File: src/verilog/aer_arbiter_pkg.sv
package aer_arbiter_pkg;

    localparam int POLARITY   = 2;                  // Width of a pixel polarity code
    localparam int EVT_ADDR_W = 4;                  // Address field width, groups up to 16x16
    localparam int TS_W       = 16;                 // Timestamp width

    // Group FSM states
    typedef enum logic [1:0]
    {
        IDLE      = 2'b00,                          // Arbitration off
        ROW_GRANT = 2'b01,                          // Row arbiter searching
        COL_GRANT = 2'b10                           // Columns of granted row being served
    } arb_state_t;

    // APB register offsets
    typedef enum logic [7:0]
    {
        CTRL   = 8'h00,                             // Bit 0 arbitration enable
        STATUS = 8'h04,                             // Count, overflow, scan count
        EVENT  = 8'h08                              // Pop one event word
    } reg_addr_t;

    typedef struct packed
    {
        logic [TS_W-1:0]       timestamp;           // Time of the grant
        logic [POLARITY-1:0]   polarity;            // Polarity of granted pixel
        logic [EVT_ADDR_W-1:0] y_addr;              // Column address
        logic [EVT_ADDR_W-1:0] x_addr;              // Row address
    } aer_event_t;

    typedef struct packed
    {
        logic        psel;
        logic        penable;
        logic        pwrite;
        logic [7:0]  paddr;
        logic [31:0] pwdata;
    } apb_req_t;

    typedef struct packed
    {
        logic [31:0] prdata;
        logic        pready;
        logic        pslverr;
    } apb_rsp_t;

endpackage

File: src/verilog/x_roundrobin.sv
`timescale 1ns/10ps

module x_roundrobin
#(
    parameter int Lvl_ROWS    = 4,                  // Number of rows
    parameter int Lvl_ROW_ADD = 2                   // Row address width
)
(
    input  logic                   clk_i,
    input  logic                   reset_i,
    input  logic                   enable_i,        // Advance to next requesting row
    input  logic                   refresh_i,       // Restart scan at row 0
    input  logic [Lvl_ROWS-1:0]    req_i,           // One bit per row with any request
    output logic [Lvl_ROWS-1:0]    gnt_o,           // Registered row grant
    output logic [Lvl_ROW_ADD-1:0] xadd_o,          // Index of granted row
    output logic                   grp_release      // Granted row is the last one requesting
);

    logic                   ptr_vld;                // xadd_o points at a row served in this scan
    logic                   found;                  // Candidate row exists
    logic [Lvl_ROW_ADD-1:0] nxt_row;                // Lowest candidate row
    logic                   above_req;              // Some row above the grant still requests

    // Lowest requesting row above the pointer
    always_comb
    begin
        found     = 1'b0;
        nxt_row   = '0;
        above_req = 1'b0;
        for (int i = Lvl_ROWS - 1; i >= 0; i--)     // Descending so the lowest one wins
        begin
            if (req_i[i] && (!ptr_vld || i > int'(xadd_o)))
            begin
                found   = 1'b1;
                nxt_row = Lvl_ROW_ADD'(i);
            end
            if (req_i[i] && i > int'(xadd_o))
                above_req = 1'b1;
        end
    end

    assign grp_release = (|gnt_o) && !above_req;    // Last row of this scan

    always_ff @(posedge clk_i or posedge reset_i)
    begin
        if (reset_i)
        begin
            gnt_o   <= '0;
            xadd_o  <= '0;
            ptr_vld <= 1'b0;
        end
        else if (refresh_i)
        begin
            gnt_o   <= '0;                          // Drop grant when arbitration stops
            xadd_o  <= '0;
            ptr_vld <= 1'b0;
        end
        else if (enable_i)
        begin
            if (found)
            begin
                gnt_o   <= Lvl_ROWS'(1) << nxt_row;
                xadd_o  <= nxt_row;
                ptr_vld <= 1'b1;
            end
            else
            begin
                // Nothing left above, one idle cycle then wrap to the bottom
                gnt_o   <= '0;
                ptr_vld <= 1'b0;
            end
        end
    end

    a_row_onehot: assert property (@(posedge clk_i) disable iff (reset_i) $onehot0(gnt_o))
        else $error("Row grant not one-hot");

endmodule

File: src/verilog/y_roundrobin.sv
`timescale 1ns/10ps

module y_roundrobin
#(
    parameter int Lvl_COLS    = 4,                  // Number of columns
    parameter int Lvl_COL_ADD = 2                   // Column address width
)
(
    input  logic                   clk_i,
    input  logic                   reset_i,
    input  logic                   enable_i,        // Step to next requesting column
    input  logic [Lvl_COLS-1:0]    req_i,           // Column requests of the granted row
    output logic [Lvl_COLS-1:0]    gnt_o,           // Registered column grant
    output logic [Lvl_COL_ADD-1:0] yadd_o,          // Index of granted column
    output logic                   grp_release      // Granted column is the highest requesting
);

    logic                   found;
    logic [Lvl_COL_ADD-1:0] nxt_col;
    logic                   above_req;

    // First column on a fresh row, else next one above the last grant
    always_comb
    begin
        found     = 1'b0;
        nxt_col   = '0;
        above_req = 1'b0;
        for (int i = Lvl_COLS - 1; i >= 0; i--)
        begin
            if (req_i[i] && (gnt_o == '0 || i > int'(yadd_o)))
            begin
                found   = 1'b1;
                nxt_col = Lvl_COL_ADD'(i);
            end
            if (req_i[i] && i > int'(yadd_o))
                above_req = 1'b1;
        end
    end

    assign grp_release = (|gnt_o) && !above_req;

    always_ff @(posedge clk_i or posedge reset_i)
    begin
        if (reset_i)
        begin
            gnt_o  <= '0;
            yadd_o <= '0;
        end
        else if (!enable_i)
            gnt_o <= '0;                            // Idle between rows
        else if (found)
        begin
            gnt_o  <= Lvl_COLS'(1) << nxt_col;
            yadd_o <= nxt_col;
        end
        else
            gnt_o <= '0;                            // Row done, FSM goes back to rows
    end

endmodule

File: src/verilog/pixel_level.sv
`timescale 1ns/10ps

module pixel_level
#(
    parameter int GROUP_SIZE = 4,                   // Pixels per side
    parameter int Lvl_ADD    = 2                    // Address width of one level
)
(
    input  logic clk_i,
    input  logic reset_i,
    input  logic enable_i,                          // Arbitration enable from CTRL
    input  logic [GROUP_SIZE-1:0][GROUP_SIZE-1:0][aer_arbiter_pkg::POLARITY-1:0] req_i,
    output logic [GROUP_SIZE-1:0][GROUP_SIZE-1:0] gnt_o,
    output logic [Lvl_ADD-1:0] x_add_o,             // Granted row
    output logic [Lvl_ADD-1:0] y_add_o,             // Granted column
    output logic active_o,                          // A column grant was live last cycle
    output logic req_o,                             // Any pixel requesting
    output logic grp_release_o                      // Scan finished
);

    import aer_arbiter_pkg::*;

    logic [GROUP_SIZE-1:0][GROUP_SIZE-1:0] pix_req; // Nonzero polarity per pixel
    logic [GROUP_SIZE-1:0] row_req;
    logic [GROUP_SIZE-1:0] col_req;
    logic [GROUP_SIZE-1:0] x_gnt;
    logic [GROUP_SIZE-1:0] y_gnt;
    logic                  x_enable;
    logic                  y_enable;
    logic                  refresh;
    logic                  grp_release_x;
    logic                  grp_release_y;
    arb_state_t            current_state;
    arb_state_t            next_state;

    // --------------------------------------------------
    // Request reduction
    // --------------------------------------------------
    always_comb
    begin
        for (int i = 0; i < GROUP_SIZE; i++)
        begin
            for (int j = 0; j < GROUP_SIZE; j++)
                pix_req[i][j] = |req_i[i][j];
            row_req[i] = |pix_req[i];
        end
    end

    assign col_req = pix_req[x_add_o];              // Columns of the granted row
    assign req_o   = |pix_req;

    // --------------------------------------------------
    // FSM
    // --------------------------------------------------
    always_ff @(posedge clk_i or posedge reset_i)
    begin
        if (reset_i)
        begin
            current_state <= IDLE;
            active_o      <= 1'b0;
            grp_release_o <= 1'b0;
        end
        else
        begin
            current_state <= next_state;
            active_o      <= |y_gnt;
            grp_release_o <= enable_i && grp_release_x && grp_release_y;
        end
    end

    always_comb
    begin
        next_state = current_state;
        x_enable   = 1'b0;
        y_enable   = 1'b0;
        refresh    = 1'b0;
        case (current_state)
            IDLE:
            begin
                if (enable_i)
                begin
                    x_enable   = 1'b1;              // Start row search
                    next_state = ROW_GRANT;
                end
            end
            ROW_GRANT:
            begin
                if (!enable_i)
                begin
                    refresh    = 1'b1;
                    next_state = IDLE;
                end
                else if (x_gnt != '0)
                begin
                    y_enable   = 1'b1;              // Row held, start column walk
                    next_state = COL_GRANT;
                end
                else
                    x_enable = 1'b1;                // Keep polling rows
            end
            COL_GRANT:
            begin
                if (!enable_i)
                begin
                    refresh    = 1'b1;
                    next_state = IDLE;
                end
                else if (y_gnt == '0)
                begin
                    x_enable   = 1'b1;              // Row exhausted
                    next_state = ROW_GRANT;
                end
                else
                    y_enable = 1'b1;
            end
            default:
                next_state = IDLE;
        endcase
    end

    // Grant grid from the two registered grants
    always_comb
    begin
        gnt_o = '0;
        if (x_gnt != '0 && y_gnt != '0)
            gnt_o[x_add_o][y_add_o] = 1'b1;
    end

    x_roundrobin #(.Lvl_ROWS(GROUP_SIZE), .Lvl_ROW_ADD(Lvl_ADD)) rra_x
    (
        .clk_i       (clk_i),
        .reset_i     (reset_i),
        .enable_i    (x_enable),
        .refresh_i   (refresh),
        .req_i       (row_req),
        .gnt_o       (x_gnt),
        .xadd_o      (x_add_o),
        .grp_release (grp_release_x)
    );

    y_roundrobin #(.Lvl_COLS(GROUP_SIZE), .Lvl_COL_ADD(Lvl_ADD)) rra_y
    (
        .clk_i       (clk_i),
        .reset_i     (reset_i),
        .enable_i    (y_enable),
        .req_i       (col_req),
        .gnt_o       (y_gnt),
        .yadd_o      (y_add_o),
        .grp_release (grp_release_y)
    );

    // Row and column arbiters together must land on a live request
    a_gnt_on_req: assert property (@(posedge clk_i) disable iff (reset_i)
        (gnt_o & ~pix_req) == '0)
        else $error("Grant on a pixel without request");

endmodule

File: src/verilog/aer_timestamp.sv
`timescale 1ns/10ps

module aer_timestamp
#(
    parameter int TS_DIV = 4                        // Clock cycles per timestamp tick
)
(
    input  logic                              clk_i,
    input  logic                              reset_i,
    input  logic                              enable_i, // Freeze when low
    output logic [aer_arbiter_pkg::TS_W-1:0]  ts_o
);

    localparam int PRE_W = (TS_DIV > 1) ? $clog2(TS_DIV) : 1;

    logic [PRE_W-1:0] pre_cnt;                      // Prescaler

    always_ff @(posedge clk_i or posedge reset_i)
    begin
        if (reset_i)
        begin
            pre_cnt <= '0;
            ts_o    <= '0;
        end
        else if (enable_i)
        begin
            if (pre_cnt == PRE_W'(TS_DIV - 1))
            begin
                pre_cnt <= '0;
                ts_o    <= ts_o + 1'b1;             // Wraps at full scale
            end
            else
                pre_cnt <= pre_cnt + 1'b1;
        end
    end

endmodule

File: src/verilog/aer_event_queue.sv
`timescale 1ns/10ps

module aer_event_queue
#(
    parameter int GROUP_SIZE = 4,
    parameter int Lvl_ADD    = 2,
    parameter int FIFO_DEPTH = 8                    // Entries, at most 255
)
(
    input  logic clk_i,
    input  logic reset_i,
    input  logic [GROUP_SIZE-1:0][GROUP_SIZE-1:0] gnt_i,
    input  logic [GROUP_SIZE-1:0][GROUP_SIZE-1:0][aer_arbiter_pkg::POLARITY-1:0] req_i,
    input  logic [Lvl_ADD-1:0] x_add_i,
    input  logic [Lvl_ADD-1:0] y_add_i,
    input  logic [aer_arbiter_pkg::TS_W-1:0] ts_i,
    input  logic pop_i,                             // Drop head entry
    input  logic clr_ovf_i,                         // Clear sticky overflow
    output aer_arbiter_pkg::aer_event_t head_o,
    output logic [7:0] count_o,
    output logic overflow_o
);

    import aer_arbiter_pkg::*;

    localparam int PTR_W = (FIFO_DEPTH > 1) ? $clog2(FIFO_DEPTH) : 1;

    aer_event_t       mem [FIFO_DEPTH];
    aer_event_t       evt;                          // Word for the current grant
    logic [PTR_W-1:0] wr_ptr;
    logic [PTR_W-1:0] rd_ptr;
    logic             push;
    logic             full;
    logic             empty;
    logic             wr_en;
    logic             rd_en;

    function automatic logic [PTR_W-1:0] ptr_inc(input logic [PTR_W-1:0] p);
        return (p == PTR_W'(FIFO_DEPTH - 1)) ? '0 : p + 1'b1;
    endfunction

    assign push   = |gnt_i;                         // One event per visible grant
    assign full   = (count_o == 8'(FIFO_DEPTH));
    assign empty  = (count_o == 8'd0);
    assign wr_en  = push && !full;
    assign rd_en  = pop_i && !empty;
    assign head_o = mem[rd_ptr];

    always_comb
    begin
        evt.timestamp = ts_i;
        evt.polarity  = req_i[x_add_i][y_add_i];
        evt.y_addr    = EVT_ADDR_W'(y_add_i);      // Zero-extended
        evt.x_addr    = EVT_ADDR_W'(x_add_i);
    end

    always_ff @(posedge clk_i)
    begin
        if (wr_en)
            mem[wr_ptr] <= evt;
    end

    always_ff @(posedge clk_i or posedge reset_i)
    begin
        if (reset_i)
        begin
            wr_ptr     <= '0;
            rd_ptr     <= '0;
            count_o    <= '0;
            overflow_o <= 1'b0;
        end
        else
        begin
            if (wr_en)
                wr_ptr <= ptr_inc(wr_ptr);
            if (rd_en)
                rd_ptr <= ptr_inc(rd_ptr);
            case ({wr_en, rd_en})
                2'b10:   count_o <= count_o + 8'd1;
                2'b01:   count_o <= count_o - 8'd1;
                default: count_o <= count_o;
            endcase
            if (push && full)
                overflow_o <= 1'b1;                 // Event lost, set wins over clear
            else if (clr_ovf_i)
                overflow_o <= 1'b0;
        end
    end

    // Register block gates pops with its copy of the count
    a_no_empty_pop: assert property (@(posedge clk_i) disable iff (reset_i) pop_i |-> !empty)
        else $error("Pop on empty event queue");

endmodule

File: src/verilog/aer_apb_regs.sv
`timescale 1ns/10ps

module aer_apb_regs
(
    input  logic                        clk_i,
    input  logic                        reset_i,
    input  aer_arbiter_pkg::apb_req_t   apb_req_i,
    input  aer_arbiter_pkg::aer_event_t head_i,        // Queue head
    input  logic [7:0]                  count_i,       // Queue fill level
    input  logic                        overflow_i,
    input  logic                        grp_release_i, // One pulse per finished scan
    output aer_arbiter_pkg::apb_rsp_t   apb_rsp_o,
    output logic                        enable_o,      // CTRL bit 0
    output logic                        pop_o,
    output logic                        clr_ovf_o,
    output logic                        irq_o          // Queue not empty
);

    import aer_arbiter_pkg::*;

    logic       access;                             // APB access phase
    logic       wr;
    logic       rd;
    logic       addr_ok;
    logic       sts_err;                            // STATUS write touching read-only bits
    reg_addr_t  reg_addr;
    logic [7:0] scan_cnt;

    assign access   = apb_req_i.psel && apb_req_i.penable;
    assign wr       = access && apb_req_i.pwrite;
    assign rd       = access && !apb_req_i.pwrite;
    assign reg_addr = reg_addr_t'(apb_req_i.paddr);
    assign sts_err  = wr && reg_addr == STATUS && (apb_req_i.pwdata & ~32'h100) != '0;

    // --------------------------------------------------
    // Read mux and response
    // --------------------------------------------------
    always_comb
    begin
        addr_ok          = 1'b1;
        apb_rsp_o.prdata = '0;
        case (reg_addr)
            CTRL:    apb_rsp_o.prdata = {31'd0, enable_o};
            STATUS:  apb_rsp_o.prdata = {8'd0, scan_cnt, 7'd0, overflow_i, count_i};
            EVENT:   apb_rsp_o.prdata = {count_i != 8'd0, 5'd0, head_i}; // Bit 31 valid
            default: addr_ok = 1'b0;
        endcase
        apb_rsp_o.pready  = access;                 // No wait states
        apb_rsp_o.pslverr = access && (!addr_ok || sts_err);
    end

    assign pop_o     = rd && reg_addr == EVENT && count_i != 8'd0;
    assign clr_ovf_o = wr && reg_addr == STATUS && apb_req_i.pwdata[8] && !sts_err;
    assign irq_o     = count_i != 8'd0;

    always_ff @(posedge clk_i or posedge reset_i)
    begin
        if (reset_i)
        begin
            enable_o <= 1'b0;
            scan_cnt <= '0;
        end
        else
        begin
            if (wr && reg_addr == CTRL)
                enable_o <= apb_req_i.pwdata[0];
            if (grp_release_i)
                scan_cnt <= scan_cnt + 8'd1;        // Wraps after 255 scans
        end
    end

endmodule

File: src/verilog/aer_sensor_top.sv
`timescale 1ns/10ps

module aer_sensor_top
#(
    parameter int GROUP_SIZE = 4,
    parameter int Lvl_ADD    = 2,
    parameter int TS_DIV     = 4,
    parameter int FIFO_DEPTH = 8
)
(
    input  logic clk_i,
    input  logic reset_i,
    input  logic [GROUP_SIZE-1:0][GROUP_SIZE-1:0][aer_arbiter_pkg::POLARITY-1:0] pix_req_i,
    input  aer_arbiter_pkg::apb_req_t apb_req_i,
    output logic [GROUP_SIZE-1:0][GROUP_SIZE-1:0] pix_gnt_o,
    output aer_arbiter_pkg::apb_rsp_t apb_rsp_o,
    output logic irq_o
);

    import aer_arbiter_pkg::*;

    logic [Lvl_ADD-1:0] x_add;
    logic [Lvl_ADD-1:0] y_add;
    logic [TS_W-1:0]    ts;
    logic [7:0]         count;
    aer_event_t         head;
    logic               grp_release;
    logic               enable;
    logic               pop;
    logic               clr_ovf;
    logic               overflow;

    pixel_level #(.GROUP_SIZE(GROUP_SIZE), .Lvl_ADD(Lvl_ADD)) u_pixel
    (
        .clk_i         (clk_i),
        .reset_i       (reset_i),
        .enable_i      (enable),
        .req_i         (pix_req_i),
        .gnt_o         (pix_gnt_o),
        .x_add_o       (x_add),
        .y_add_o       (y_add),
        .active_o      (),                          // Probed by the bench only
        .req_o         (),
        .grp_release_o (grp_release)
    );

    aer_timestamp #(.TS_DIV(TS_DIV)) u_timestamp
    (
        .clk_i    (clk_i),
        .reset_i  (reset_i),
        .enable_i (enable),
        .ts_o     (ts)
    );

    aer_event_queue #(.GROUP_SIZE(GROUP_SIZE), .Lvl_ADD(Lvl_ADD), .FIFO_DEPTH(FIFO_DEPTH)) u_queue
    (
        .clk_i      (clk_i),
        .reset_i    (reset_i),
        .gnt_i      (pix_gnt_o),
        .req_i      (pix_req_i),
        .x_add_i    (x_add),
        .y_add_i    (y_add),
        .ts_i       (ts),
        .pop_i      (pop),
        .clr_ovf_i  (clr_ovf),
        .head_o     (head),
        .count_o    (count),
        .overflow_o (overflow)
    );

    aer_apb_regs u_regs
    (
        .clk_i         (clk_i),
        .reset_i       (reset_i),
        .apb_req_i     (apb_req_i),
        .head_i        (head),
        .count_i       (count),
        .overflow_i    (overflow),
        .grp_release_i (grp_release),
        .apb_rsp_o     (apb_rsp_o),
        .enable_o      (enable),
        .pop_o         (pop),
        .clr_ovf_o     (clr_ovf),
        .irq_o         (irq_o)
    );

endmodule

File: config.mk
export PLATFORM = sky130hd
export DESIGN_NAME = aer_sensor_top
export DESIGN_NICKNAME = d
export VERILOG_FILES = /design/src/verilog/aer_arbiter_pkg.sv /design/src/verilog/x_roundrobin.sv /design/src/verilog/y_roundrobin.sv /design/src/verilog/pixel_level.sv /design/src/verilog/aer_timestamp.sv /design/src/verilog/aer_event_queue.sv /design/src/verilog/aer_apb_regs.sv /design/src/verilog/aer_sensor_top.sv
export SDC_FILE = /design/constraint.sdc
export NUM_CORES = 1
export LEC_CHECK = 0
export ABC_AREA = 1
export BUFFER_PORTS_ARGS = -buffer_cell sky130_fd_sc_hd__buf_2
export CORE_UTILIZATION = 55
export CTS_BUF_LIST = sky130_fd_sc_hd__clkbuf_4
export DETAILED_ROUTE_END_ITERATION = 16
export PLACE_DENSITY_LB_ADDON = 0.2
export SYNTH_ARGS = -nofsm -noshare
export SYNTH_HDL_FRONTEND = slang
export SYNTH_SLANG_ARGS = --single-unit
export TNS_END_PERCENT = 20
File: constraint.sdc
create_clock -name clk_i -period 2.65 [get_ports clk_i]
set_clock_uncertainty 0.1 [all_clocks]
set_input_delay 0.6625 -clock clk_i [delete_from_list [all_inputs] [get_ports clk_i]]
set_output_delay 0.6625 -clock clk_i [all_outputs]
set_load 0.005 [all_outputs]
==> impl_results.md, run 1 <==
* Via count of the first global-routing pass at around 8600
* Violated checks: negative setup slack
* Residual DRC at 0
* Longest Clk Path Bufs at 3
* Sink count of the clock tree at around 230
* Cell repeated most along the worst path: sky130_fd_sc_hd__buf_12
* ANT nets after route at 0
* Top flip-flop cell by instance count after synthesis: sky130_fd_sc_hd__edfxtp_1
* Number of antenna violations at the first check in global routing at 1
* Worst reg-to-reg setup slack at ~0.08 ns
* Achievable clock frequency at around 330 MHz
* Net switching component of the power at 3.99 mW
* Type of the tightest min-delay check: in -> reg
* Tcrit/Tclk final at 1.15
* Post-synthesis to final-layout area growth at 27.7%
* Worst skew pair latency at 0.66 ns
* Final setup viols at 24
* Wire length of the first global-routing pass at 44.2 mm
* Startpoint Class: flop
* WHS at 0.158 ns
* Cell at the slowest stage of the critical path: sky130_fd_sc_hd__dfrtp_2
* Run status: complete, but fails checks
* Footprint of the multi-input gates at 4020 µm²
* Die span in y at 143 µm
* FF/Latch Area at approximately 6700 µm²
* Critical R2R Capture: u_queue.count_o[6]
* Yosys reg bits at 234
* Post-layout minimum cycle time at 3.04 ns
* Switching Fraction at 0.344
* Relative contribution of sequential cells to total power at 0.436
* Number of H-tree branching levels at 2
* Depth of the worst register-to-register path at 16
* Fraction of power consumed by the clock network at 0.270
* GRT Util Overall at 0.284
* Worst setup path class: reg -> out
* Fin. max-slew vios at 0
* Cell-internal power at roughly 7.6 mW
* Summed instance area of the synthesized netlist at 10900 µm²
* Biggest cell delay along the critical path at 0.50 ns
* Transition at the pin with the smallest max-transition slack at 0.792 ns
* Hold violation total from the final report at 0
* Leakage at 5.90 nW
* Number of buffers created by CTS at 58
* Cell count after synthesis at 1068
* Clk pin slew, worst setup/hold paths at approximately 0.070 ns
* Startpoint of the tightest hold check path: apb_req_i[0]
* Worst-path cell chain: buf_12 > buf_12 > clkbuf_16 > nor2_1 > o221ai_1 > nand3_1 > nand2_1 > buf_2
* I/O Buffers at 122
* Boundary Pins at 128
* Initial drt markers at 724
* Maximum number of pins on one net before global-route repair at 59
* Root Driver: sky130_fd_sc_hd__clkbuf_4
* Total iterations of the first detailed-routing run at 6
* Endpoint kind of the worst setup timing path: primary output
* Sequential share of the synthesized area at 0.616
* Worst R2R Start: u_queue.count_o[4]
* Yosys warns at 0
* Proportion of synthesized flip-flops having asynchronous set or reset at 0.248
* Final Worst Setup Slack at -0.389 ns
* Fillers at 1376
* Worst-case headroom to the max-slew limit at 0.472
* Post-layout net count at 1392
* Cell Pwr Density at ~830 nW/µm²
* Post-synthesis area per instance at 10.2 µm²
* Wire length per cell at 18.2 µm
* Post-layout total power at approximately 12 mW
* Number of instances on the worst hold path at 3
* WP data arrival at 2.28 ns
* Core Box Area at ~19000 µm²
* CP required at 1.89 ns
* Overall die width at 143 µm
* Total wirelength of the detailed-routed design at 29.3 mm
* Number of vias per cell after detailed routing at 5.64
* Row cnt at 51
* Number of unique standard cell types used by synthesis at 44
* Max-Cap Viols at 0
* Weighted congestion reported at the end of routability-driven placement at 0.910
* Die footprint at just over 20000 µm²
* Portion of total power attributed to combinational logic at 0.294
* Maximum fanout along the worst path at 8
* Inst Count DP at between 1000 and 1500
* Remaining global-route overflow at 0
* Finished Layout Cells at 1611
* Dpl hpwl at roughly 18 mm
* Endpoint of the worst hold-timing path: u_regs.enable_o
* Ratio of cells with drive above 1 in the final layout at 0.313
* Initial core utilization at 0.562
* Count of vias placed by the detailed router at 9083
* Peak supply drop at 0.517 mV
* TritonCTS clock tree: built
* Number of enable flip-flop cells after synthesis at around 180
* RSZ-0062 raised after global routing: yes
[layer usage]
layer / vias up / wire length [µm] / track usage
met1: 4307 / 12000 / 0.383
li1: 4250 / - / -
met3: 74 / 2240 / 0.0433
met4: 0 / 787 / 0.135
met2: 452 / 14300 / 0.454
met5: - / 0 / 0
[cell usage after synthesis (4+ instances only)]
cell type | n | area (µm²)
sky130_fd_sc_hd__dfrtp_1 | 58 | 1450
sky130_fd_sc_hd__inv_2 | 4 | 15.0
sky130_fd_sc_hd__nand2_2 | 8 | 50.1
sky130_fd_sc_hd__o221ai_1 | 22 | 193
sky130_fd_sc_hd__clkbuf_1 | 29 | 109
sky130_fd_sc_hd__nand2_1 | 150 | 563
sky130_fd_sc_hd__o211ai_1 | 4 | 30.0
sky130_fd_sc_hd__xor2_1 | 15 | 131
sky130_fd_sc_hd__buf_2 | 7 | 35.0
sky130_fd_sc_hd__buf_4 | 7 | 52.6
sky130_fd_sc_hd__o21ai_0 | 126 | 631
sky130_fd_sc_hd__o21ai_1 | 4 | 20.0
sky130_fd_sc_hd__nor2_1 | 186 | 698
sky130_fd_sc_hd__inv_1 | 81 | 304
sky130_fd_sc_hd__nor3_1 | 22 | 110
sky130_fd_sc_hd__o22ai_1 | 30 | 188
sky130_fd_sc_hd__xnor2_1 | 10 | 87.6
sky130_fd_sc_hd__nor2_2 | 6 | 37.5
sky130_fd_sc_hd__nor4_1 | 4 | 25.0
sky130_fd_sc_hd__ha_1 | 18 | 225
sky130_fd_sc_hd__a21oi_1 | 7 | 35.0
sky130_fd_sc_hd__nand4_1 | 20 | 125
sky130_fd_sc_hd__nand3_1 | 37 | 185
sky130_fd_sc_hd__edfxtp_1 | 176 | 5290
sky130_fd_sc_hd__a22oi_1 | 6 | 45.0
[kinds of logic after synthesis]
group                    Yosys count  synth area share
AND/OR/NAND/NOR                  447             0.177
buffers and inverters            132            0.0499
AO/OA/AOI/OAI                    210             0.114
adder cells (fa/ha/maj)           19            0.0224
XOR/XNOR                          25            0.0200
flip-flops                       234             0.616
other                              1          0.000343
[flip-flops by register name, indices dropped and copies added (netlist names), 2 cells and up]
register / cells
u_timestamp.pre_cnt: 2
u_queue.count_o: 8
u_queue.mem: 176
u_queue.wr_ptr: 3
u_pixel.rra_x.gnt_o: 4
u_timestamp.ts_o: 16
u_pixel.rra_y.gnt_o: 4
u_regs.scan_cnt: 8
u_queue.rd_ptr: 3
u_pixel.rra_y.yadd_o: 2
u_pixel.rra_x.xadd_o: 2
u_pixel.current_state: 2
[worst max path at each step]
stage                                     to  cells past startpoint              start  slack (ns)
after floorplan           u_queue.count_o[7]                     15      apb_req_i[39]       -0.08
after global placement    u_queue.count_o[6]                     18      apb_req_i[39]       -0.23
after detailed placement  u_queue.count_o[6]                     18      apb_req_i[39]       -0.34
after CTS                       apb_rsp_o[2]                      6  u_queue.rd_ptr[0]       -0.30
after global routing           apb_rsp_o[18]                      8  u_queue.rd_ptr[0]       -0.48
final                          apb_rsp_o[18]                      8  u_queue.rd_ptr[0]       -0.39
[critical path, delay by kind of cell, from the launching register on]
family,cells,cell delay (ns)
compound gates,1,0.24
buf+inv,4,0.57
flops,1,0.50
simple gates,3,0.29
[power by group through the flow]
stage	Clock (mW)	Combinational (mW)	Sequential, mW
after floorplan	0	2.09	5.03
after global placement	0	3.04	5.07
after detailed placement	0	3.13	5.09
after CTS	3.16	3.23	5.03
after global routing	3.37	3.77	5.12
final	3.13	3.41	5.06
[per-stage QoR]
| stage | worst slack [ns] | area [µm²] | setup TNS [ns] | util |
|---|---|---|---|---|
| 6_report | -0.389 | 14000 | -5.84 | 0.717 |
| 5_1_grt | -0.478 | 14000 | -9.04 | 0.717 |
| 4_1_cts | -0.304 | 13500 | -5.13 | 0.693 |
| 3_5_place_dp | -0.338 | 12300 | -5.40 | 0.634 |
| 3_3_place_gp | -0.234 | 12300 | -3.85 | 0.634 |
| 2_1_floorplan | -0.0823 | 11000 | -1.72 | - |
[what timing repair did]
item,4_1_cts,5_1_grt
buffers inserted,7,6
hold buffers,1,0
pin swaps,8,35
gates cloned,6,8
endpoints found under the hold margin,58,0
resized for setup,68,99
endpoints found under the setup margin,40,47
[area by class of cell]
class,count,share of cell area
Antenna cell,1,0.000179
Clock buffer,93,0.0500
Clock inverter,16,0.00681
Inverter,85,0.0236
Multi-Input combinational cell,706,0.288
Sequential cell,234,0.483
Tap cell,265,0.0237
Timing Repair Buffer,211,0.125
[layout by cell type (no fill, tap or decap), types with 6 or more instances in the layout]
cell type	netlist	final
sky130_fd_sc_hd__dfrtp_1	58	52
sky130_fd_sc_hd__o22ai_2	1	6
sky130_fd_sc_hd__buf_6	2	8
sky130_fd_sc_hd__buf_4	7	50
sky130_fd_sc_hd__nand4_1	20	20
sky130_fd_sc_hd__nand3_1	37	35
sky130_fd_sc_hd__clkbuf_16	0	7
sky130_fd_sc_hd__nor3_2	1	7
sky130_fd_sc_hd__nor2_2	6	18
sky130_fd_sc_hd__nand2_2	8	9
sky130_fd_sc_hd__dfrtp_2	0	6
sky130_fd_sc_hd__clkbuf_4	0	93
sky130_fd_sc_hd__inv_2	4	11
sky130_fd_sc_hd__a21oi_1	7	7
sky130_fd_sc_hd__edfxtp_1	176	176
sky130_fd_sc_hd__o22ai_1	30	25
sky130_fd_sc_hd__a22oi_1	6	6
sky130_fd_sc_hd__buf_2	7	123
sky130_fd_sc_hd__nor2_4	3	9
sky130_fd_sc_hd__buf_12	0	17
sky130_fd_sc_hd__ha_1	18	15
sky130_fd_sc_hd__xnor2_1	10	10
sky130_fd_sc_hd__inv_1	81	73
sky130_fd_sc_hd__clkinv_1	0	9
sky130_fd_sc_hd__nor3_1	22	15
sky130_fd_sc_hd__nor2_1	186	168
sky130_fd_sc_hd__o21ai_1	4	56
sky130_fd_sc_hd__o221ai_1	22	16
sky130_fd_sc_hd__o221ai_2	0	6
sky130_fd_sc_hd__nand2_1	150	148
sky130_fd_sc_hd__o21ai_0	126	58
sky130_fd_sc_hd__o21ai_2	0	13
sky130_fd_sc_hd__xor2_1	15	15
No activity file was read; power rests on OpenSTA's default activity.
==> inputs of run 2 (changes only) <==
- ABC_AREA: 1 -> unset
==> run 2 against run 1 <==
Compared with the run above: the flow still finishes with violations (negative setup slack); non-clock buffer count fell by 18; routed wire length fell by 17%; clock-buffer cell count fell by 2; critical path type unchanged.
==> impl_results.md, run 2 <==
* Run status: complete, but fails checks
* Violated checks: negative setup slack
* Worst R2R Start: u_queue.count_o[2]
* Most common cell in the netlist: sky130_fd_sc_hd__edfxtp_1
* Buf+Inv Stages, Crit Path at 4 (unchanged)
* Most common cell after layout, fill and taps aside: sky130_fd_sc_hd__edfxtp_1
* Transition at the pin with the smallest max-transition slack at 1.21 ns (+0.414 ns)
* Dominant cell type by area after synthesis: sky130_fd_sc_hd__edfxtp_1
* Post-synthesis to final-layout area growth at 22.7%
* Biggest cell delay along the critical path at 0.49 ns (about the same)
* Peak supply drop at 0.447 mV (-14%)
* Wire length per cell at 20.0 µm (+9.8%)
* Largest register by flop count: u_queue.mem
* Number of enable flip-flop cells after synthesis at 176 (unchanged)
* Sink count of the clock tree at 234 (unchanged)
* Post-synthesis area per instance at 15.5 µm² (+51%)
* Proportion of synthesized flip-flops having asynchronous set or reset at 0.248 (unchanged)
* Number of buffers created by CTS at 56 (-3.4%)
* GRT Util Overall at 0.254 (-0.0304)
* Longest Clk Path Bufs at 3 (unchanged)
* Worst skew pair latency at 0.65 ns (about the same)
* Sequential share of the synthesized area at 0.627 (+0.0111)
* Top flop regs: u_queue.mem x176, u_timestamp.ts_o x16
* Finished layout cell area at 13200 µm² (-5.6%)
* Leakage at 5.02 nW (-15%)
* Ratio of cells with drive above 1 in the final layout at 0.425 (+0.112)
* Antenna diode count at 0 (-1)
* Fin. max-slew vios at 0 (unchanged)
* Fillers at 1275 (-7.3%)
* Worst-path cell chain: buf_12 > buf_12 > buf_12 > mux4_2 > mux2i_1 > nor2_1 > buf_2
* Initial core utilization at 0.567 (+0.00479)
* TritonCTS clock tree: built
* Row cnt at 50 (-2.0%)
* I/O Buffers at 122 (unchanged)
* Commonest cells after routing, fill and taps aside: sky130_fd_sc_hd__edfxtp_1 (176), sky130_fd_sc_hd__buf_2 (120), sky130_fd_sc_hd__clkbuf_4 (91)
* Boundary Pins at 128 (unchanged)
* Count of vias placed by the detailed router at 7007 (-23%)
* Tcrit/Tclk final at 1.18 (+0.0291)
* Cell at the slowest stage of the critical path: sky130_fd_sc_hd__dfrtp_4
* Yosys warns at 0 (unchanged)
* Flip-flop count of the largest register after layout at 176 (unchanged)
* Final setup viols at 48 (+100%)
* Area share of the largest cell type after synthesis at 0.492 (+0.00872)
* Overall die width at 142 µm (-0.88%)
* Final Worst Setup Slack at -0.467 ns (-0.0772 ns)
* RSZ-0062 raised after global routing: yes
* Endpoint kind of the worst setup timing path: primary output
* Worst-case headroom to the max-slew limit at 0.190 (-0.282)
* Cell count after synthesis at 695 (-35%)
* Maximum fanout along the worst path at 7 (-1)
* Cell repeated most along the worst path: sky130_fd_sc_hd__buf_12
* Residual DRC at 0 (unchanged)
* Yosys reg bits at 234 (unchanged)
* Post-synth top cells: sky130_fd_sc_hd__edfxtp_1 (176), sky130_fd_sc_hd__nor2_1 (64), sky130_fd_sc_hd__dfrtp_1 (58), sky130_fd_sc_hd__mux4_2 (58), sky130_fd_sc_hd__nand2_1 (42)
* Hold violation total from the final report at 0 (unchanged)
* Achievable clock frequency at 321 MHz (-2.5%)
* ANT nets after route at 0 (unchanged)
* Core Box Area at 19000 µm² (-2.6%)
* Setup tns final at -12.33 ns (-6.48 ns)
* Cell Pwr Density at 588 nW/µm² (-29%)
* Finished Layout Cells at 1224 (-24%)
* Maximum number of pins on one net before global-route repair at 29 (-51%)
* Number of vias per cell after detailed routing at 5.72 (+1.5%)
* Initial drt markers at 417 (-42%)
* Type of the tightest min-delay check: in -> reg
* Startpoint Class: flop
* Summed instance area of the synthesized netlist at 10700 µm² (-1.8%)
* Weighted congestion reported at the end of routability-driven placement at 0.909 (about the same)
* CP required at 1.89 ns (about the same)
* Root Driver: sky130_fd_sc_hd__clkbuf_4
* Die span in y at 142 µm (-0.88%)
* Worst Setup SP: u_queue.rd_ptr[0]
* Top flip-flop cell by instance count after synthesis: sky130_fd_sc_hd__edfxtp_1
* Worst setup path class: reg -> out
* Cell types occupying the most area after synthesis: sky130_fd_sc_hd__edfxtp_1 (49%), sky130_fd_sc_hd__dfrtp_1 (14%), sky130_fd_sc_hd__mux4_2 (12%), sky130_fd_sc_hd__mux2i_1 (2.4%), sky130_fd_sc_hd__nor2_1 (2.2%)
* Wire length of the first global-routing pass at 38.5 mm (-13%)
* Placed Instance Area at 12200 µm² (-1.5%)
* Family with the most delay on the worst path: buffers and inverters
* Remaining global-route overflow at 0 (unchanged)
* Number of unique standard cell types used by synthesis at 67 (+52%)
* Total iterations of the first detailed-routing run at 5 (-1)
* WP data arrival at 2.35 ns (+0.07 ns)
* Inst Count DP at 1111 (-25%)
* Via count of the first global-routing pass at 7376 (-14%)
* Clk pin slew, worst setup/hold paths at 0.06 ns (about the same)
* Startpoint of the tightest hold check path: apb_req_i[0]
* Dpl hpwl at 16.1 mm (-8.6%)
* Post-layout net count at 1013 (-27%)
* Die footprint at 20100 µm² (-1.7%)
* Post-layout total power at 7.75 mW (-33%)
* Number of antenna violations at the first check in global routing at 0 (-1)
* Post-layout minimum cycle time at 3.12 ns (+0.0772 ns)
* Max-Cap Viols at 0 (unchanged)
* Total wirelength of the detailed-routed design at 24.5 mm (-17%)
* Number of H-tree branching levels at 2 (unchanged)
run 2: cell count changes in the layout (fill, tap and decap cells not counted), sizes merged, moves of 13 or more:
cell	delta
inv	-73
mux2i	+26
mux4	+58
nand2	-118
nand3	-21
nor2	-131
nor3	-13
nor4	+18
o21ai	-111
o221ai	-22
o22ai	-31
run 2: layout make-up:
class | instances | area [µm²] | area share
repair buffers | 193 | 1370 | 0.104
clock inverters | 14 | 63.8 | 0.00484
clock buffers | 91 | 683 | 0.0518
well taps | 260 | 325 | 0.0247
flip-flops and latches | 234 | 6750 | 0.512
inverters | 13 | 48.8 | 0.00370
multi-input cells | 419 | 3950 | 0.299
run 2: power breakdown:
group,switching [mW],internal (mW)
sequential,0.0895,4.00
combinational,0.365,0.374
clock,1.37,1.56
run 2: logic make-up after synthesis:
logic type,synth area share
flip-flops,0.627
AND/OR/NAND/NOR,0.105
multiplexers,0.158
AO/OA/AOI/OAI,0.0381
buffers and inverters,0.0259
XOR/XNOR,0.0228
adder cells (fa/ha/maj),0.0228
other,0.000349
run 2: worst paths after layout:
check                                         endpoint  slack [ns]  cells after the start
worst max-delay path                     apb_rsp_o[17]       -0.47                      7
worst min-delay path                   u_regs.enable_o        0.20                      2
worst max register to register      u_queue.count_o[7]       -0.38                     12
worst min register to register  u_timestamp.pre_cnt[0]        0.38                      1
max in group asynchronous            u_queue.rd_ptr[0]        1.36                      4
min in group asynchronous           u_queue.count_o[5]        0.50                      3
run 2: layer usage:
metal	wire length [µm]	GRT usage	vias up	share of wire
met2	12500	0.434	256	0.51
met4	410	0.0968	0	0.017
met5	0	0	-	0
met3	1320	0.0435	33	0.054
met1	10200	0.327	3527	0.42
li1	-	-	3191	-
run 2: what timing repair did:
| action | CTS | global route |
|---|---|---|
| endpoints found under the hold margin | 18 | 0 |
| gates resized for setup | 37 | 18 |
| hold buffers | 1 | 0 |
| pin swaps | 10 | 5 |
| gates cloned | 1 | 0 |
| endpoints found under the setup margin | 61 | 62 |
| buffers inserted | 5 | 1 |
run 2: through the flow:
| step | setup WS [ns] | hold WS [ns] | util |
|---|---|---|---|
| floorplan | -0.424 | 0.345 | - |
| global route | -0.532 | 0.165 | 0.696 |
| CTS | -0.497 | 0.146 | 0.692 |
| detailed placement | -0.629 | 0.373 | 0.641 |
| global placement | -0.463 | 0.362 | 0.641 |
| finish | -0.467 | 0.198 | 0.696 |
==> inputs of run 3 (changes only) <==
- BUFFER_PORTS_ARGS: -buffer_cell sky130_fd_sc_hd__buf_2 -> unset
- CORE_UTILIZATION: 55 -> 60
- DONT_BUFFER_PORTS: unset -> 1
==> run 3 against run 2 <==
Compared with the run above: the flow still finishes with violations (negative setup slack); critical path type unchanged; worst setup slack better by 0.041 ns; core utilization is 2.4 points higher; cell count decreased by 13%; die area decreased by 8.2%; highest routed layer unchanged; sequential power about the same; critical path depth fell by 2; largest cell class unchanged; via count is 5.9% lower.
==> impl_results.md, run 3 (synthesized netlist as in run 2, its figures left out) <==
* Run status: complete, but fails checks
* Violated checks: negative setup slack
* TritonCTS clock tree: built
* Total wirelength of the detailed-routed design at 23.7 mm (-3.0%)
* Weighted congestion reported at the end of routability-driven placement at 0.885 (-2.6%)
* Count of vias placed by the detailed router at 6597 (-5.9%)
* Total iterations of the first detailed-routing run at 5 (unchanged)
* Worst Setup SP: u_queue.rd_ptr[0]
* Largest register by flop count: u_queue.mem
* Longest Clk Path Bufs at 3 (unchanged)
* Clk pin slew, worst setup/hold paths at 0.07 ns (about the same)
* Family with the most delay on the worst path: multiplexers
* Via count of the first global-routing pass at 7040 (-4.6%)
* Commonest cells after routing, fill and taps aside: sky130_fd_sc_hd__edfxtp_1 (176), sky130_fd_sc_hd__clkbuf_4 (77), sky130_fd_sc_hd__mux4_2 (58)
* Core Box Area at 17400 µm² (-8.1%)
* Wire length per cell at 22.2 µm (+11%)
* Final Worst Setup Slack at -0.425 ns (+0.0414 ns)
* ANT nets after route at 0 (unchanged)
* Finished layout cell area at 12500 µm² (-4.9%)
* Post-layout total power at 7.50 mW (-3.3%)
* Overall die width at 136 µm (-4.2%)
* Number of H-tree branching levels at 2 (unchanged)
* Final setup viols at 43 (-10%)
* Initial core utilization at 0.617 (+0.0501)
* Placed Instance Area at 11500 µm² (-5.5%)
* Peak supply drop at 0.424 mV (-5.3%)
* Post-synthesis to final-layout area growth at 16.7%
* Cell repeated most along the worst path: sky130_fd_sc_hd__buf_12
* Maximum fanout along the worst path at 15 (+8)
* Post-layout net count at 892 (-12%)
* Row cnt at 48 (-4.0%)
* Fillers at 1108 (-13%)
* Worst slack at placement at -0.472 ns (+0.156 ns)
* Max-Cap Viols at 0 (unchanged)
* Leakage at 4.45 nW (-11%)
* Maximum number of pins on one net before global-route repair at 33 (+14%)
* Number of buffers created by CTS at 57 (+1.8%)
* Initial drt markers at 390 (-6.5%)
* Number of antenna violations at the first check in global routing at 1 (+1)
* Remaining global-route overflow at 0 (unchanged)
* Worst setup path class: reg -> out
* Finished Layout Cells at 1070 (-13%)
* Startpoint of the tightest hold check path: apb_req_i[0]
* Sink count of the clock tree at 234 (unchanged)
* Wire length of the first global-routing pass at 36.4 mm (-5.4%)
* Cell Pwr Density at 598 nW/µm² (+1.7%)
* Type of the tightest min-delay check: in -> reg
* WP data arrival at 2.31 ns (-0.04 ns)
* Top flop regs: u_queue.mem x176, u_timestamp.ts_o x16
* Worst skew pair latency at 0.66 ns (about the same)
* Transition at the pin with the smallest max-transition slack at 0.907 ns (-0.299 ns)
* Tcrit/Tclk final at 1.16 (-0.0156)
* Worst R2R Start: u_queue.count_o[6]
* Worst-path cell chain: buf_12 > buf_12 > mux4_2 > mux2i_4 > o21ai_1
* Hold violation total from the final report at 0 (unchanged)
* Footprint of the multi-input gates at 4080 µm² (+3.2%)
* GRT Util Overall at 0.269 (+0.0150)
* Fin. max-slew vios at 0 (unchanged)
* Achievable clock frequency at 325 MHz (+1.3%)
* Startpoint Class: flop
* Boundary Pins at 128 (unchanged)
* FF/Latch Area at 6740 µm² (about the same)
* Ratio of cells with drive above 1 in the final layout at 0.348 (-0.0770)
* Setup tns final at -9.73 ns (+2.60 ns)
* RSZ-0062 raised after global routing: yes
* Die footprint at 18400 µm² (-8.2%)
* Post-layout minimum cycle time at 3.08 ns (-0.0414 ns)
* Die span in y at 136 µm (-4.2%)
* Flip-flop count of the largest register after layout at 176 (unchanged)
* Worst-case headroom to the max-slew limit at 0.391 (+0.201)
* Buf+Inv Stages, Crit Path at 2 (-2)
* Number of vias per cell after detailed routing at 6.17 (+7.7%)
* I/O Buffers at 0 (-100%)
* Endpoint kind of the worst setup timing path: primary output
* Most common cell after layout, fill and taps aside: sky130_fd_sc_hd__edfxtp_1
* Biggest cell delay along the critical path at 0.56 ns (+0.07 ns)
* Residual DRC at 0 (unchanged)
* CP required at 1.89 ns (about the same)
* Inst Count DP at 956 (-14%)
* Dpl hpwl at 16.0 mm (-0.44%)
* Cell at the slowest stage of the critical path: sky130_fd_sc_hd__mux4_2
* Root Driver: sky130_fd_sc_hd__clkbuf_4
==> run 3: area by class of cell <==
class | count | share of cell area
Inverter | 13 | 0.00389
Antenna cell | 1 | 0.000200
Multi-Input combinational cell | 419 | 0.325
Sequential cell | 234 | 0.538
Clock buffer | 77 | 0.0461
Tap cell | 225 | 0.0224
Timing Repair Buffer | 71 | 0.0552
Clock inverter | 30 | 0.00968
==> run 3: where the power goes <==
part	leakage, nW	internal, mW	switching [mW]
Clock	0.415	1.37	1.39
Sequential	2.35	4.00	0.0773
Combinational	1.69	0.319	0.351
==> run 3: worst reg2reg max path, cell delays in order, from the launching register on <==
cell	delay, ns
sky130_fd_sc_hd__dfrtp_1	0.37
sky130_fd_sc_hd__or4_4	0.55
sky130_fd_sc_hd__nor4_4	0.17
sky130_fd_sc_hd__and2b_2	0.22
sky130_fd_sc_hd__nor4_4	0.06
sky130_fd_sc_hd__ha_4	0.22
sky130_fd_sc_hd__ha_1	0.25
sky130_fd_sc_hd__nor3_2	0.23
sky130_fd_sc_hd__o2111ai_2	0.16
sky130_fd_sc_hd__a21o_1	0.18
sky130_fd_sc_hd__and3b_1	0.18
sky130_fd_sc_hd__xor2_1	0.13
==> run 3: final timing paths <==
check | cells past startpoint | slack, ns | endpoint
min in group asynchronous | 2 | 0.46 | u_queue.count_o[5]
worst max register to register | 11 | -0.29 | u_queue.count_o[7]
worst max-delay path | 5 | -0.43 | apb_rsp_o[18]
max in group asynchronous | 3 | 1.33 | u_queue.rd_ptr[0]
worst min register to register | 1 | 0.38 | u_regs.scan_cnt[7]
worst min-delay path | 1 | 0.09 | u_regs.enable_o
==> run 3: through the flow <==
stage,hold slack (ns),util
after floorplan,0.345,-
after global placement,0.365,0.659
after detailed placement,0.374,0.659
after CTS,0.0466,0.712
after global routing,0.0425,0.720
final,0.0867,0.720
==> run 3: what timing repair did <==
action	CTS	global route
gates cloned	0	0
buffers inserted	7	0
resized for setup	52	24
hold buffers	1	0
endpoints found under the setup margin	81	48
hold endpoints to repair	26	0
pin swaps	10	10
==> run 3: metal layers <==
metal / share of wire / global-route usage
met1: 0.39 / 0.338
met5: 0 / 0
met2: 0.52 / 0.455
met3: 0.070 / 0.0556
met4: 0.020 / 0.112
